**src/rvCore_defines.svh**
```systemverilog
`ifndef RVCORE_DEFINES_SVH
`define RVCORE_DEFINES_SVH

`define XLEN       32 // data path width
`define REG_COUNT  32 // architectural registers
`define REG_AW     5  // register address bits
`define DMEM_WORDS 64 // data memory depth, power of two

`endif
```
**src/rvCtrlPkg.sv**
```systemverilog
package rvCtrlPkg;

    // where the register write data comes from
    typedef enum logic [1:0] {
        ALU = 2'd0, // alu result
        MEM = 2'd1, // load data
        IMM = 2'd2  // immediate, for lui
    } wbSrcT;

    // control word produced by decode
    typedef struct packed {
        logic  aluSrc;   // operand b is the immediate
        logic  regWrite; // write rd at the clock edge
        logic  memRead;  // load
        logic  memWrite; // store
        logic  branch;   // conditional branch
        wbSrcT wbSrc;    // write-back source select
        logic  invalid;  // unsupported opcode
    } ctrlT;

endpackage

```
**src/rvIsaPkg.sv**
```systemverilog
package rvIsaPkg;

    // major opcodes handled by the core
    typedef enum logic [6:0] {
        OP     = 7'b0110011, // register-register arithmetic
        OP_IMM = 7'b0010011, // register-immediate arithmetic
        LUI    = 7'b0110111, // load upper immediate
        LOAD   = 7'b0000011,
        STORE  = 7'b0100011,
        BRANCH = 7'b1100011  // conditional branch, flag only
    } opcodeT;

    // alu and branch compare operations
    typedef enum logic [3:0] {
        ADD  = 4'd0,  SUB  = 4'd1,  SLL  = 4'd2,  SLT  = 4'd3,
        SLTU = 4'd4,  XOR  = 4'd5,  SRL  = 4'd6,  SRA  = 4'd7,
        OR   = 4'd8,  AND  = 4'd9,
        BEQ  = 4'd10, BNE  = 4'd11, BLT  = 4'd12, BGE  = 4'd13,
        BLTU = 4'd14, BGEU = 4'd15
    } aluOpT;

    // funct3 access size for loads and stores
    typedef enum logic [2:0] {
        BYTE   = 3'b000, // lb / sb
        HALF   = 3'b001, // lh / sh
        WORD   = 3'b010, // lw / sw
        BYTE_U = 3'b100, // lbu
        HALF_U = 3'b101  // lhu
    } memSizeT;

endpackage

```
**src/rvStageIf.sv**
```systemverilog
`timescale 1ns/1ps
`include "rvCore_defines.svh"

// decoded fields, decode to execute and memory stages
interface decodeIf;
    logic [`REG_AW-1:0]  rs1;    // source a address
    logic [`REG_AW-1:0]  rs2;    // source b address
    logic [`REG_AW-1:0]  rd;     // destination address
    logic [2:0]          funct3; // load/store size, branch kind
    logic [`XLEN-1:0]    imm;    // sign extended immediate
    rvIsaPkg::aluOpT     aluOp;  // resolved operation
    rvCtrlPkg::ctrlT     ctrl;   // control word

    modport src (output rs1, rs2, rd, funct3, imm, aluOp, ctrl);
    modport dst (input  rs1, rs2, rd, funct3, imm, aluOp, ctrl);
endinterface


```
**src/decodeStage.sv**
```systemverilog
`timescale 1ns/1ps
`include "rvCore_defines.svh"

module decodeStage (
    input  logic [`XLEN-1:0] instruction, // raw instruction word
    decodeIf.src             dec          // decoded fields out
);

    rvIsaPkg::opcodeT opcode;
    logic [2:0]       funct3;
    logic [6:0]       funct7;
    logic [`XLEN-1:0] immI, immS, immB, immU;

    // shared by OP and OP-IMM, sub only exists for register form
    function automatic rvIsaPkg::aluOpT arithOp(
        input logic [2:0] f3,
        input logic       alt,  // funct7 bit 5
        input logic       isReg // register-register form
    );
        case (f3)
            3'b000:  arithOp = (alt && isReg) ? rvIsaPkg::SUB : rvIsaPkg::ADD;
            3'b001:  arithOp = rvIsaPkg::SLL;
            3'b010:  arithOp = rvIsaPkg::SLT;
            3'b011:  arithOp = rvIsaPkg::SLTU;
            3'b100:  arithOp = rvIsaPkg::XOR;
            3'b110:  arithOp = rvIsaPkg::OR;
            3'b111:  arithOp = rvIsaPkg::AND;
            default: arithOp = alt ? rvIsaPkg::SRA : rvIsaPkg::SRL; // 101, shift right
        endcase
    endfunction

    assign opcode = rvIsaPkg::opcodeT'(instruction[6:0]);
    assign funct3 = instruction[14:12];
    assign funct7 = instruction[31:25];

    assign dec.rd     = instruction[11:7];
    assign dec.rs1    = instruction[19:15];
    assign dec.rs2    = instruction[24:20];
    assign dec.funct3 = funct3;

    // immediates per format, all sign extended from bit 31
    assign immI = {{(`XLEN-12){instruction[31]}}, instruction[31:20]};
    assign immS = {{(`XLEN-12){instruction[31]}}, instruction[31:25], instruction[11:7]};
    assign immB = {{(`XLEN-13){instruction[31]}}, instruction[31], instruction[7],
                   instruction[30:25], instruction[11:8], 1'b0};
    assign immU = {instruction[31:12], 12'b0};

    always_comb begin
        dec.ctrl  = '0;            // all enables off, wbSrc alu
        dec.imm   = immI;          // i-type unless noted
        dec.aluOp = rvIsaPkg::ADD; // address adder by default
        case (opcode)
            rvIsaPkg::OP: begin
                dec.ctrl.regWrite = 1'b1;
                dec.aluOp         = arithOp(funct3, funct7[5], 1'b1);
            end
            rvIsaPkg::OP_IMM: begin
                dec.ctrl.regWrite = 1'b1;
                dec.ctrl.aluSrc   = 1'b1;
                dec.aluOp         = arithOp(funct3, funct7[5], 1'b0); // no subi
            end
            rvIsaPkg::LUI: begin
                dec.ctrl.regWrite = 1'b1;
                dec.ctrl.aluSrc   = 1'b1;
                dec.ctrl.wbSrc    = rvCtrlPkg::IMM; // rd gets the upper immediate
                dec.imm           = immU;
            end
            rvIsaPkg::LOAD: begin
                dec.ctrl.regWrite = 1'b1;
                dec.ctrl.aluSrc   = 1'b1;
                dec.ctrl.memRead  = 1'b1;
                dec.ctrl.wbSrc    = rvCtrlPkg::MEM;
            end
            rvIsaPkg::STORE: begin
                dec.ctrl.aluSrc   = 1'b1;
                dec.ctrl.memWrite = 1'b1;
                dec.imm           = immS;
            end
            rvIsaPkg::BRANCH: begin
                dec.ctrl.branch = 1'b1; // compares rs1 with rs2
                dec.imm         = immB;
                case (funct3)
                    3'b001:  dec.aluOp = rvIsaPkg::BNE;
                    3'b100:  dec.aluOp = rvIsaPkg::BLT;
                    3'b101:  dec.aluOp = rvIsaPkg::BGE;
                    3'b110:  dec.aluOp = rvIsaPkg::BLTU;
                    3'b111:  dec.aluOp = rvIsaPkg::BGEU;
                    default: dec.aluOp = rvIsaPkg::BEQ;
                endcase
            end
            default: dec.ctrl.invalid = 1'b1; // jal, jalr, auipc, system
        endcase
    end

    // an unsupported word must not reach the register file or memory
    assert property (@(instruction) dec.ctrl.invalid |-> !(dec.ctrl.regWrite || dec.ctrl.memWrite))
        else $error("invalid opcode left a write enable set");

endmodule

```
**src/flat_wrapper.sv**
```systemverilog
// flat-port wrapper written by rule: the top's interface ports become plain ports
module decodeStage_flat 
  (instruction, dec_rs1, dec_rs2, dec_rd, dec_funct3, dec_imm, dec_aluOp, dec_ctrl);
  decodeIf dec_i ();
  input  logic [`XLEN-1:0] instruction;
  output wire logic [$bits(dec_i.rs1)-1:0] dec_rs1;
  output wire logic [$bits(dec_i.rs2)-1:0] dec_rs2;
  output wire logic [$bits(dec_i.rd)-1:0] dec_rd;
  output wire logic [$bits(dec_i.funct3)-1:0] dec_funct3;
  output wire logic [$bits(dec_i.imm)-1:0] dec_imm;
  output wire logic [$bits(dec_i.aluOp)-1:0] dec_aluOp;
  output wire logic [$bits(dec_i.ctrl)-1:0] dec_ctrl;
  assign dec_rs1 = dec_i.rs1;
  assign dec_rs2 = dec_i.rs2;
  assign dec_rd = dec_i.rd;
  assign dec_funct3 = dec_i.funct3;
  assign dec_imm = dec_i.imm;
  assign dec_aluOp = dec_i.aluOp;
  assign dec_ctrl = dec_i.ctrl;
  decodeStage u_core (.instruction(instruction), .dec(dec_i));
endmodule
```
**config.mk**
```make
export PLATFORM = sky130hd
export DESIGN_NAME = decodeStage_flat
export DESIGN_NICKNAME = d
export VERILOG_FILES = /design/src/rvCtrlPkg.sv /design/src/rvIsaPkg.sv /design/src/rvStageIf.sv /design/src/decodeStage.sv /design/src/flat_wrapper.sv
export VERILOG_INCLUDE_DIRS = /design/src
export SDC_FILE = /design/constraint.sdc
export NUM_CORES = 1
export LEC_CHECK = 0
export BUFFER_PORTS_ARGS = -buffer_cell sky130_fd_sc_hd__buf_2
export CORE_AREA = 2 2 54 46
export DETAILED_ROUTE_END_ITERATION = 16
export DIE_AREA = 0 0 56 48
export GPL_ROUTABILITY_DRIVEN = 1
export PLACE_DENSITY = 0.86
export SLEW_MARGIN = 20
export SYNTH_ARGS = -nofsm -noshare
export SYNTH_HDL_FRONTEND = slang
export SYNTH_SLANG_ARGS = --single-unit
export TNS_END_PERCENT = 100
```
**constraint.sdc**
```tcl
create_clock -name vclk -period 2.1
set_input_delay 0.105 -clock vclk [all_inputs]
set_output_delay 0.105 -clock vclk [all_outputs]
set_load 0.02 [all_outputs]
```
# After elaboration in Yosys (flattened, before gate mapping)
# Index checks and enable logic that the tools add are counted.
[op_classes] addsub=0 n_bitwise=0 n_mux=14 mul=0 eq_ne=13 shifts=0 n_lt_le_gt_ge=0 n_div=0 n_reduce_logical=4
[op_table] op="case mux 31 bit (3 select lines)" n=1
[op_table] op="case mux 4 bit (7 select lines)" n=2
[op_table] op="== test 7 x 6 -> 1 bit (second input constant)" n=3
[op_table] op="case mux 3 bit (5 select lines)" n=1
[op_table] op="== test 3 bit (second input constant)" n=4
[op_table] op="case mux 4 bit (3 select lines)" n=1
[op_table] op="2-to-1 mux 1 bit" n=8
[op_table] op="OR reduction 4 bit" n=2
[op_table] op="== test 7 x 2 -> 1 bit (second input constant)" n=1
[op_table] op="== test 7 x 5 -> 1 bit (second input constant)" n=1
[op_table] op="== test 7 bit (second input constant)" n=1
[op_table] op="== test 3 x 2 -> 1 bit (second input constant)" n=2
[op_table] op="OR reduction 6 bit" n=1
[op_table] op="case mux 2 bit (2 select lines)" n=1
[op_table] op="== test 3 x 1 -> 1 bit (second input constant)" n=1
[op_table] op="logical NOT 3 bit" n=1
[totals] memories=0 in_bits=32 ram_bits=0 elab_cells=31 romBits=0 latch_bits=0 register_bits=0 output_inout_bits=62

# Logic depth before layout (Yosys ltp)
# Gate-level depths: netlist of the first run.
[logic_depth] ltp_word=3 mapped_depth=6 mapped_depth_nobuf=4

# Worst setup path after synthesis of the first run
# Ideal clock, no wire load.
[synth_timing] kind="input to output" from="input port instruction[6]" to="output port dec_aluOp[2]" n_path_buf=1 setup_slack_ns=0.740 t_required_ns=1.995 cell_stages=5 arrival_ns=1.255 cell_sequence="clkbuf_1 inv_1 nor2_1 nor2_1 a211oi_1"
[synth_between] elab_chain_len=2 elab_cells_between_ends=4 classes_between="eq/ne: 3; mux: 1"
[synth_rtl] item="start, declared" line_no="flat_wrapper.sv:5" text="input logic [`XLEN-1:0] instruction;"
[synth_rtl] item="== test 7 bit, or another cell as far along" line_no="decodeStage.sv:52" text="case (opcode)"
[synth_rtl] item="case mux 4 bit (3 select lines) *" line_no="decodeStage.sv:52"
[synth_rtl] item="end, declared" line_no="flat_wrapper.sv:11" text="output wire logic [$bits(dec_i.aluOp)-1:0] dec_aluOp;"
# Mark *: on every way between the ends. The rest lies on a longest branch, timed or not.

# Worst setup path after layout of the first run
[layout_timing] from="input port instruction[3]" to="output port dec_imm[0]"
[layout_between] elab_chain_len=2 elab_cells_between_ends=4 classes_between="eq/ne: 3; mux: 1"
[layout_rtl] item="== test 7 bit or == test 7 x 6 -> 1 bit (tied branches)" line_no="decodeStage.sv:52"
[layout_rtl] item="case mux 31 bit (3 select lines) *" line_no="decodeStage.sv:52"
[layout_rtl] item="end, declared" line_no="flat_wrapper.sv:10" text="output wire logic [$bits(dec_i.imm)-1:0] dec_imm;"
# Marks and branches as above.

==> impl_metrics.py, run 1 <==
metrics = {
    "run_status": {
        "outcome": "completed",
    },
    "min_path": {
        "holdPathStages": 2,
        "hp-class": "in2out",
        "holdCritStartpoint": "instruction[10]",
        "hold_path_end": "dec_rd[3]",
    },
    "layout": {
        "layout_common_cells": "94 x buf_2, 19 x a21o_1, 10 x nor2_1",
        "fin_nets": 212,
        "seq_cell_count": 0,
        "fin_area_um2": 1070,
        "drive_gt1_share_pct": 56.2,
        "synthToLayoutAreaGrowth_pct": 45.1,
        "diodes": 0,
        "final-seq-area_um2": 0,
        "multi_input_area_um2": 539,
        "num-fill-cells": 235,
        "final_common_cell": "buf_2",
        "clock_buffers": 0,
    },
    "route": {
        "initialDrtViolationCount": 45,
        "wl_per_cell_um": 12.7,
        "routed_wl_um": 2580,
        "drtPass1Iterations": 4,
        "vias": 1015,
        "via_per_inst": 5.00,
        "drtAntennaViolNets": 0,
        "drc_errors": 0,
    },
    "setup_path": {
        "path_cells": "buf_2, nand3b_4, nor4_4, buf_4, nor2_1, a32o_1, buf_2",
        "critPathKind": "in2out",
        "crit_path_top_delay_cell": "buf_4",
        "path_max_fanout": 27,
        "worstSetupEndpointType": "output port",
        "worstSetupStartpointType": "primary input",
        "crit_arrival_ns": 1.49,
        "path_common_cell": "buf_2",
        "crit_required_ns": 2.00,
        "slowest_delay_ns": 0.31,
    },
    "sta": {
        "hold_viol_final": 0,
        "fin_ws_ns": 0.501,
        "slew_violations": 0,
        "hold_ws_ns": 0.443,
        "rsz0062_at_grt": "false",
        "final-setup-viol-count": 0,
        "timing_worst_slew_pin_value_ns": 0.721,
        "fin_setup_tns_ns": 0,
        "period_share_pct": 76.1,
        "layout_min_cycle_time_ns": 1.60,
        "max_slew_margin_pct": 51.7,
        "clock.fmax_ghz": 0.626,
    },
    "die": {
        "rows": 15,
        "die-area_um2": 2690,
        "fp.dieW_um": 56,
        "die_y_um": 48,
        "top_level_ports": 94,
        "core_area_um2": 2100,
        "initial_core_util_pct": 35.0,
    },
    "place": {
        "dpl.hpwl_um": 2140,
        "gp_congestion": 0.911,
        "dpl-instance-area_um2": 1070,
        "post-place-ws_ns": 0.511,
        "portBuffers": 94,
    },
    "global_route": {
        "grt_pass1_vias": 750,
        "antenna_found_initial": 0,
        "grt_pass1_wl_um": 3430,
        "grt_use_total_pct": 15.4,
        "grt_overflow_total": 0,
        "grt_max_degree": 28,
    },
    "job": {
        "max_cap_violations": 0,
    },
    "synth": {
        "netlist_area_um2": 736,
        "syn_inst": 109,
        "synth.distinct_cells": 28,
        "syn_area_per_cell_um2": 6.75,
        "yosysSeqAreaShare_pct": 0,
        "ys_warn_count": 0,
        "synthesis.nets": 141,
    },
    "power": {
        "power_uw": 249,
        "irDropWorstVdd_mv": 0.133,
        "power.density_nw_per_um2": 233,
        "power_leakage_nw": 0.681,
    },
    "clock_tree": {
        "postCtsResizedCells": 0,
        "cts_setup_buffers": 0,
        "cts_hold_buf": 0,
    },
}
==> routing by layer <==
| metal | vias to the layer above | routed length (um) | track usage (%) | part of all wire, % |
|---|---|---|---|---|
| li1 | 513 | - | - | - |
| met1 | 453 | 1070 | 20.3 | 41 |
| met2 | 49 | 1290 | 30.1 | 50 |
| met3 | 0 | 217 | 1.35 | 8.4 |
| met4 | 0 | 0 | 0 | 0 |
| met5 | - | 0 | 0 | 0 |
==> cells in the mapped netlist (2+ instances only) <==
cell	instances	area, um2
a21oi_1	3	15.0
a31oi_1	2	12.5
xnor2_1	2	17.5
inv_1	2	7.51
and2b_1	5	37.5
a21o_1	19	143
nor2_1	10	37.5
a32o_1	2	20.0
nand3_1	2	10.0
nand2_1	4	15.0
buf_2	3	15.0
nor2b_1	3	18.8
o21ai_0	4	20.0
nor4_1	2	12.5
buf_4	20	150
nor3_1	5	25.0
a22o_1	5	43.8
nand2b_1	4	25.0
clkbuf_1	3	11.3
==> cell type report <==
| type | instances | share of cell area [%] |
|---|---|---|
| inverters | 3 | 1.06 |
| multi-input cells | 79 | 50.5 |
| repair buffers | 96 | 45.5 |
| well taps | 25 | 2.93 |
==> metrics by stage <==
step	util, %	cells
after floorplan	-	109
after CTS	50.8	203
after detailed placement	50.8	203
after global placement	50.7	203
final	50.8	203
after global routing	50.8	203
==> cells by family after synthesis <==
group	share of synthesized area, %
buf+inv	27.0
simple gates	33.8
compound gates	36.7
xor+xnor	2.38
==> critical path: cells and delay by family <==
| family | cells | cell delay, ns |
|---|---|---|
| AO/OA/AOI/OAI | 1 | 0.23 |
| buffers and inverters | 3 | 0.58 |
| AND/OR/NAND/NOR | 3 | 0.57 |
==> power by group <==
| part | internal (mW) | total (mW) | switching [mW] |
|---|---|---|---|
| clock network | 0 | 0 | 0 |
| logic | 0.0940 | 0.249 | 0.155 |
| registers | 0 | 0 | 0 |
| total | 0.0940 | 0.249 | 0.155 |
==> worst max-delay path by stage <==
stage                         to  slack, ns  depth (start not counted)      startpoint
floorplan           dec_aluOp[2]       0.74                          5  instruction[6]
global placement     dec_imm[21]       0.31                          6  instruction[5]
detailed placement    dec_imm[0]       0.51                          7  instruction[3]
CTS                   dec_imm[0]       0.51                          7  instruction[3]
global route          dec_imm[0]       0.41                          7  instruction[3]
finish                dec_imm[0]       0.50                          7  instruction[3]
Power figures use the tool's default switching activity.
==> run 2: changes to the inputs <==
ABC_AREA = 1   (was unset)
CORE_AREA = 2 2 56 47   (was 2 2 54 46)
DIE_AREA = 0 0 58 49   (was 0 0 56 48)
PLACE_DENSITY = 0.83   (was 0.86)
clock period = 1.61 ns   (was 2.1 ns; I/O delays follow)
==> run 2 against run 1 <==
Against the previous run: power increased by 19%; synthesized cell count increased by 29%; first-iteration DRC count decreased by 44%; global-route usage decreased by 0.99 points; flip-flop and latch count unchanged; non-clock buffer count decreased by 1; hold slack got worse by 0.051 ns; combinational power increased by 19%; via count increased by 6.8%; critical endpoint is now dec_imm[15].
==> impl_metrics.py, run 2 <==
metrics = {
    "setup_path": {
        "crit_cells": 10,
        "worstSetupStartpointType": "primary input",
        "path_cells": "buf_2, inv_2, nand2_2, nor2_4, nand2_2, buf_4, inv_6, nand2_1, nand2_2, buf_2",
        "crit_arrival_ns": 1.27,
        "crit_required_ns": 1.53,
        "path_common_cell": "nand2_2",
        "path_max_fanout": 12,
        "critPathKind": "in2out",
        "worstSetupEndpointType": "output port",
        "crit_path_top_delay_cell": "buf_4",
        "cp_top_family": "buffers and inverters",
        "timing.critical_path.buf_inv": 5,
        "slowest_delay_ns": 0.25,
    },
    "layout": {
        "fin_nets": 247,
        "drive_gt1_share_pct": 51.6,
        "utilization_pct": 46.1,
        "seq_cell_count": 0,
        "diodes": 0,
        "clock_buffers": 0,
        "final_common_cell": "buf_2",
        "layout_common_cells": "94 x buf_2, 32 x nand2_1, 20 x inv_1",
        "final-seq-area_um2": 0,
        "synthToLayoutAreaGrowth_pct": 39.7,
    },
    "place": {
        "dpl.hpwl_um": 1890,
        "portBuffers": 94,
        "gp_congestion": 0.823,
        "post-place-ws_ns": 0.249,
    },
    "global_route": {
        "grt_overflow_total": 0,
        "grt_pass1_wl_um": 3540,
        "antenna_found_initial": 0,
        "grt_max_degree": 20,
        "grt_use_total_pct": 14.4,
        "grt_pass1_vias": 872,
    },
    "synth": {
        "syn_area_per_cell_um2": 5.43,
        "synth_area_leader_cell": "buf_4",
        "syn_inst": 141,
        "synth_most_common_cell": "nand2_1",
        "synth_top_area_share_pct": 18.6,
        "synthesis.nets": 173,
        "netlist_area_um2": 766,
        "yosysSeqAreaShare_pct": 0,
        "ys_warn_count": 0,
        "synth.distinct_cells": 15,
        "synthTopCellsByArea": "buf_4 19%, nand2_1 16%, nand3_1 10%",
        "synthTopCellsByCount": "32 x nand2_1, 20 x inv_1, 19 x buf_4, 18 x nor2_1",
    },
    "job": {
        "max_cap_violations": 0,
    },
    "die": {
        "initial_core_util_pct": 33.0,
        "rows": 16,
        "fp.dieW_um": 58,
        "die-area_um2": 2840,
        "die_y_um": 49,
        "top_level_ports": 94,
        "core_area_um2": 2320,
    },
    "route": {
        "vias": 1084,
        "drc_errors": 0,
        "via_per_inst": 4.52,
        "initialDrtViolationCount": 25,
        "drtPass1Iterations": 4,
        "drtAntennaViolNets": 0,
        "routed_wl_um": 2190,
        "wl_per_cell_um": 9.10,
    },
    "sta": {
        "layout_min_cycle_time_ns": 1.35,
        "rsz0062_at_grt": "false",
        "slew_violations": 0,
        "timing_worst_slew_pin_value_ns": 0.289,
        "fin_ws_ns": 0.262,
        "fin_setup_tns_ns": 0,
        "clock.fmax_ghz": 0.742,
        "hold_viol_final": 0,
        "max_slew_margin_pct": 80.6,
        "period_share_pct": 83.7,
        "final-setup-viol-count": 0,
    },
    "min_path": {
        "hp-class": "in2out",
        "holdPathStages": 2,
    },
    "power": {
        "clkPwrFrac_pct": 0,
        "irDropWorstVdd_mv": 0.146,
        "power.density_nw_per_um2": 277,
        "intPower_uw": 103,
        "comb_power_share_pct": 100.0,
        "power_leakage_nw": 0.711,
        "switching_share_pct": 65.3,
        "switchingPower_uw": 194,
        "seq_power_share_pct": 0,
    },
    "clock_tree": {
        "cts_setup_buffers": 0,
        "cts_hold_buf": 0,
        "postCtsResizedCells": 0,
    },
    "run_status": {
        "outcome": "completed",
    },
}
run 2: routing by layer:
metal  up-vias  global-route usage, %  share of wire (%)  wire length (um)
met3         0                  0.531                9.1               198
met5         -                      0                  0                 0
met1       470                   17.9                 41               886
li1        568                      -                  -                 -
met2        46                   28.6                 50              1100
met4         0                      0                  0                 0
run 2: through the flow:
step | std cells | hold WS [ns] | power, mW | cell area, um2
2_1_floorplan | 141 | 0.241 | 0.212 | 766
3_3_place_gp | 240 | 0.392 | 0.297 | 1070
3_5_place_dp | 240 | 0.392 | 0.299 | 1070
4_1_cts | 240 | 0.393 | 0.299 | 1070
5_1_grt | 240 | 0.401 | 0.324 | 1070
6_report | 240 | 0.392 | 0.297 | 1070
run 2: final timing paths:
check / startpoint / to
worst max-delay path: instruction[6] / dec_imm[15]
worst min-delay path: instruction[22] / dec_rs2[2]
run 2: kinds of logic (layout without fill, tap and decap cells):
logic type	Yosys count	count (layout)	synth area share [%]
and+or+nand+nor	74	74	44.6
buffers and inverters	45	117	38.6
AOI/OAI and AO/OA	22	22	16.8
run 2: final cells by class:
cell class | count | area, um2
Multi-Input combinational cell | 96 | 470
Tap cell | 27 | 33.8
Fill cell | 252 | 1250
Inverter | 22 | 87.6
Timing Repair Buffer | 95 | 478
run 2: power by group through the flow:
stage	combinational, mW	sequential [mW]	clock (mW)
after floorplan	0.212	0	0
after global placement	0.297	0	0
after detailed placement	0.299	0	0
after CTS	0.299	0	0
after global routing	0.324	0	0
final	0.297	0	0
==> run 3: changes to the inputs <==
CORE_AREA = 2 2 59 50   (was 2 2 56 47)
DIE_AREA = 0 0 61 52   (was 0 0 58 49)
PLACE_DENSITY = 0.78   (was 0.83)
clock period = 1.2 ns   (was 1.61 ns; I/O delays follow)
==> run 3 against run 2 <==
Against the previous run: worst setup slack lost 0.19 ns; critical path depth shrank 3; utilization shrank 2.1 points; non-clock buffer count grew 5; first-iteration DRC count shrank 32%; hold slack lost 0.040 ns; global-route usage shrank 1.5 points; combinational power grew 38%; cell area grew 7.6%; die area grew 12%; clock-buffer cell count is the same; cell count grew 6.7%.
==> impl_metrics.py, run 3 (synthesized netlist as in run 2, its figures left out) <==
metrics = {
    "global_route": {
        "grt_overflow_total": 0,
        "grt_pass1_vias": 849,
        "antenna_found_initial": 0,
        "grt_pass1_wl_um": 3410,
        "grt_max_degree": 20,
        "grt_use_total_pct": 13.0,
    },
    "place": {
        "gp_congestion": 0.823,
        "post-place-ws_ns": 0.0848,
        "portBuffers": 94,
        "dp.cells": 256,
        "dpl.hpwl_um": 1970,
    },
    "setup_path": {
        "crit_required_ns": 1.14,
        "critPathKind": "in2out",
        "cp-endpoint": "dec_aluOp[2]",
        "crit_start": "instruction[3]",
        "worstSetupStartpointType": "primary input",
        "crit_arrival_ns": 1.07,
        "worstSetupEndpointType": "output port",
        "path_max_fanout": 4,
    },
    "sta": {
        "max_slew_margin_pct": 85.4,
        "clock.fmax_ghz": 0.887,
        "slew_violations": 0,
        "fin_setup_tns_ns": 0,
        "fin_ws_ns": 0.0723,
        "hold_viol_final": 0,
        "period_share_pct": 94.0,
        "layout_min_cycle_time_ns": 1.13,
        "final-setup-viol-count": 0,
        "rsz0062_at_grt": "false",
        "timing_worst_slew_pin_value_ns": 0.219,
    },
    "layout": {
        "diodes": 0,
        "drive_gt1_share_pct": 52.8,
        "finalNonFillerCells": 256,
        "layout_common_cells": "92 x buf_2, 32 x nand2_1, 20 x inv_1",
        "final-seq-area_um2": 0,
        "clock_buffers": 0,
        "final_common_cell": "buf_2",
        "seq_cell_count": 0,
        "fin_nets": 252,
        "synthToLayoutAreaGrowth_pct": 50.3,
        "multi_input_area_um2": 470,
        "num-fill-cells": 307,
    },
    "route": {
        "drc_errors": 0,
        "initialDrtViolationCount": 17,
        "drtPass1Iterations": 4,
        "routed_wl_um": 2260,
        "vias": 1083,
        "drtAntennaViolNets": 0,
        "via_per_inst": 4.23,
        "wl_per_cell_um": 8.84,
    },
    "min_path": {
        "hp-class": "in2out",
    },
    "power": {
        "power.density_nw_per_um2": 357,
        "clkPwrFrac_pct": 0,
        "switching_share_pct": 63.9,
        "switchingPower_uw": 262,
        "seq_power_share_pct": 0,
        "comb_power_share_pct": 100.0,
        "power_leakage_nw": 0.746,
        "irDropWorstVdd_mv": 0.115,
        "intPower_uw": 148,
    },
    "die": {
        "rows": 17,
        "top_level_ports": 94,
        "fp.dieW_um": 61,
        "initial_core_util_pct": 29.3,
        "die_y_um": 52,
        "die-area_um2": 3170,
        "core_area_um2": 2620,
    },
    "run_status": {
        "outcome": "completed",
    },
    "job": {
        "max_cap_violations": 0,
    },
}
==> run 3: changes by cell type in the layout (fill, tap and decap cells not counted), sizes merged <==
cell / previous run / this run
buf: 95 / 100
==> run 3: per-layer routing <==
metal	global-route usage [%]	vias to the layer above	wire [um]
met3	0.249	0	157
met1	16.5	462	996
met2	25.3	45	1110
met4	0.362	0	0
met5	0	-	0
li1	-	576	-
==> run 3: repair_timing <==
item,in CTS,in global routing
hold endpoints to repair,0,0
resized for setup,0,3
hold buffers,0,0
setup endpoints to repair,0,3
buffers inserted,0,0
==> run 3: power by group through the flow <==
| stage | clock, mW | combinational, mW | sequential, mW |
|---|---|---|---|
| after floorplan | 0 | 0.285 | 0 |
| after global placement | 0 | 0.410 | 0 |
| after detailed placement | 0 | 0.411 | 0 |
| after CTS | 0 | 0.412 | 0 |
| after global routing | 0 | 0.452 | 0 |
| final | 0 | 0.411 | 0 |
==> run 3: cell type report <==
class | count | area share [%]
Tap cell | 38 | 4.13
Inverter | 22 | 7.61
Multi-Input combinational cell | 96 | 40.9
Timing Repair Buffer | 100 | 47.4
==> run 3: how the worst min path moves through the flow <==
stage	cells after the start	slack (ns)	from	to
2_1_floorplan	1	0.20	instruction[4]	dec_ctrl[1]
3_3_place_gp	2	0.35	instruction[21]	dec_rs2[1]
3_5_place_dp	2	0.35	instruction[10]	dec_rd[3]
4_1_cts	2	0.35	instruction[10]	dec_rd[3]
5_1_grt	2	0.36	instruction[20]	dec_rs2[0]
6_report	2	0.35	instruction[10]	dec_rd[3]
==> run 3: critical path, cell delays in order <==
cell,delay [ns]
buf_2,0.11
nor2_1,0.13
nand2_1,0.15
nor2_4,0.17
nand2_1,0.08
o21ai_0,0.17
buf_2,0.19
==> run 3: metrics by stage <==
stage	hold WS [ns]	util [%]	instance area, um2	power, mW
2_1_floorplan	0.200	-	766	0.285
3_3_place_gp	0.352	43.8	1150	0.410
3_5_place_dp	0.352	43.8	1150	0.411
4_1_cts	0.353	43.8	1150	0.412
5_1_grt	0.360	44.0	1150	0.452
6_report	0.352	44.0	1150	0.411
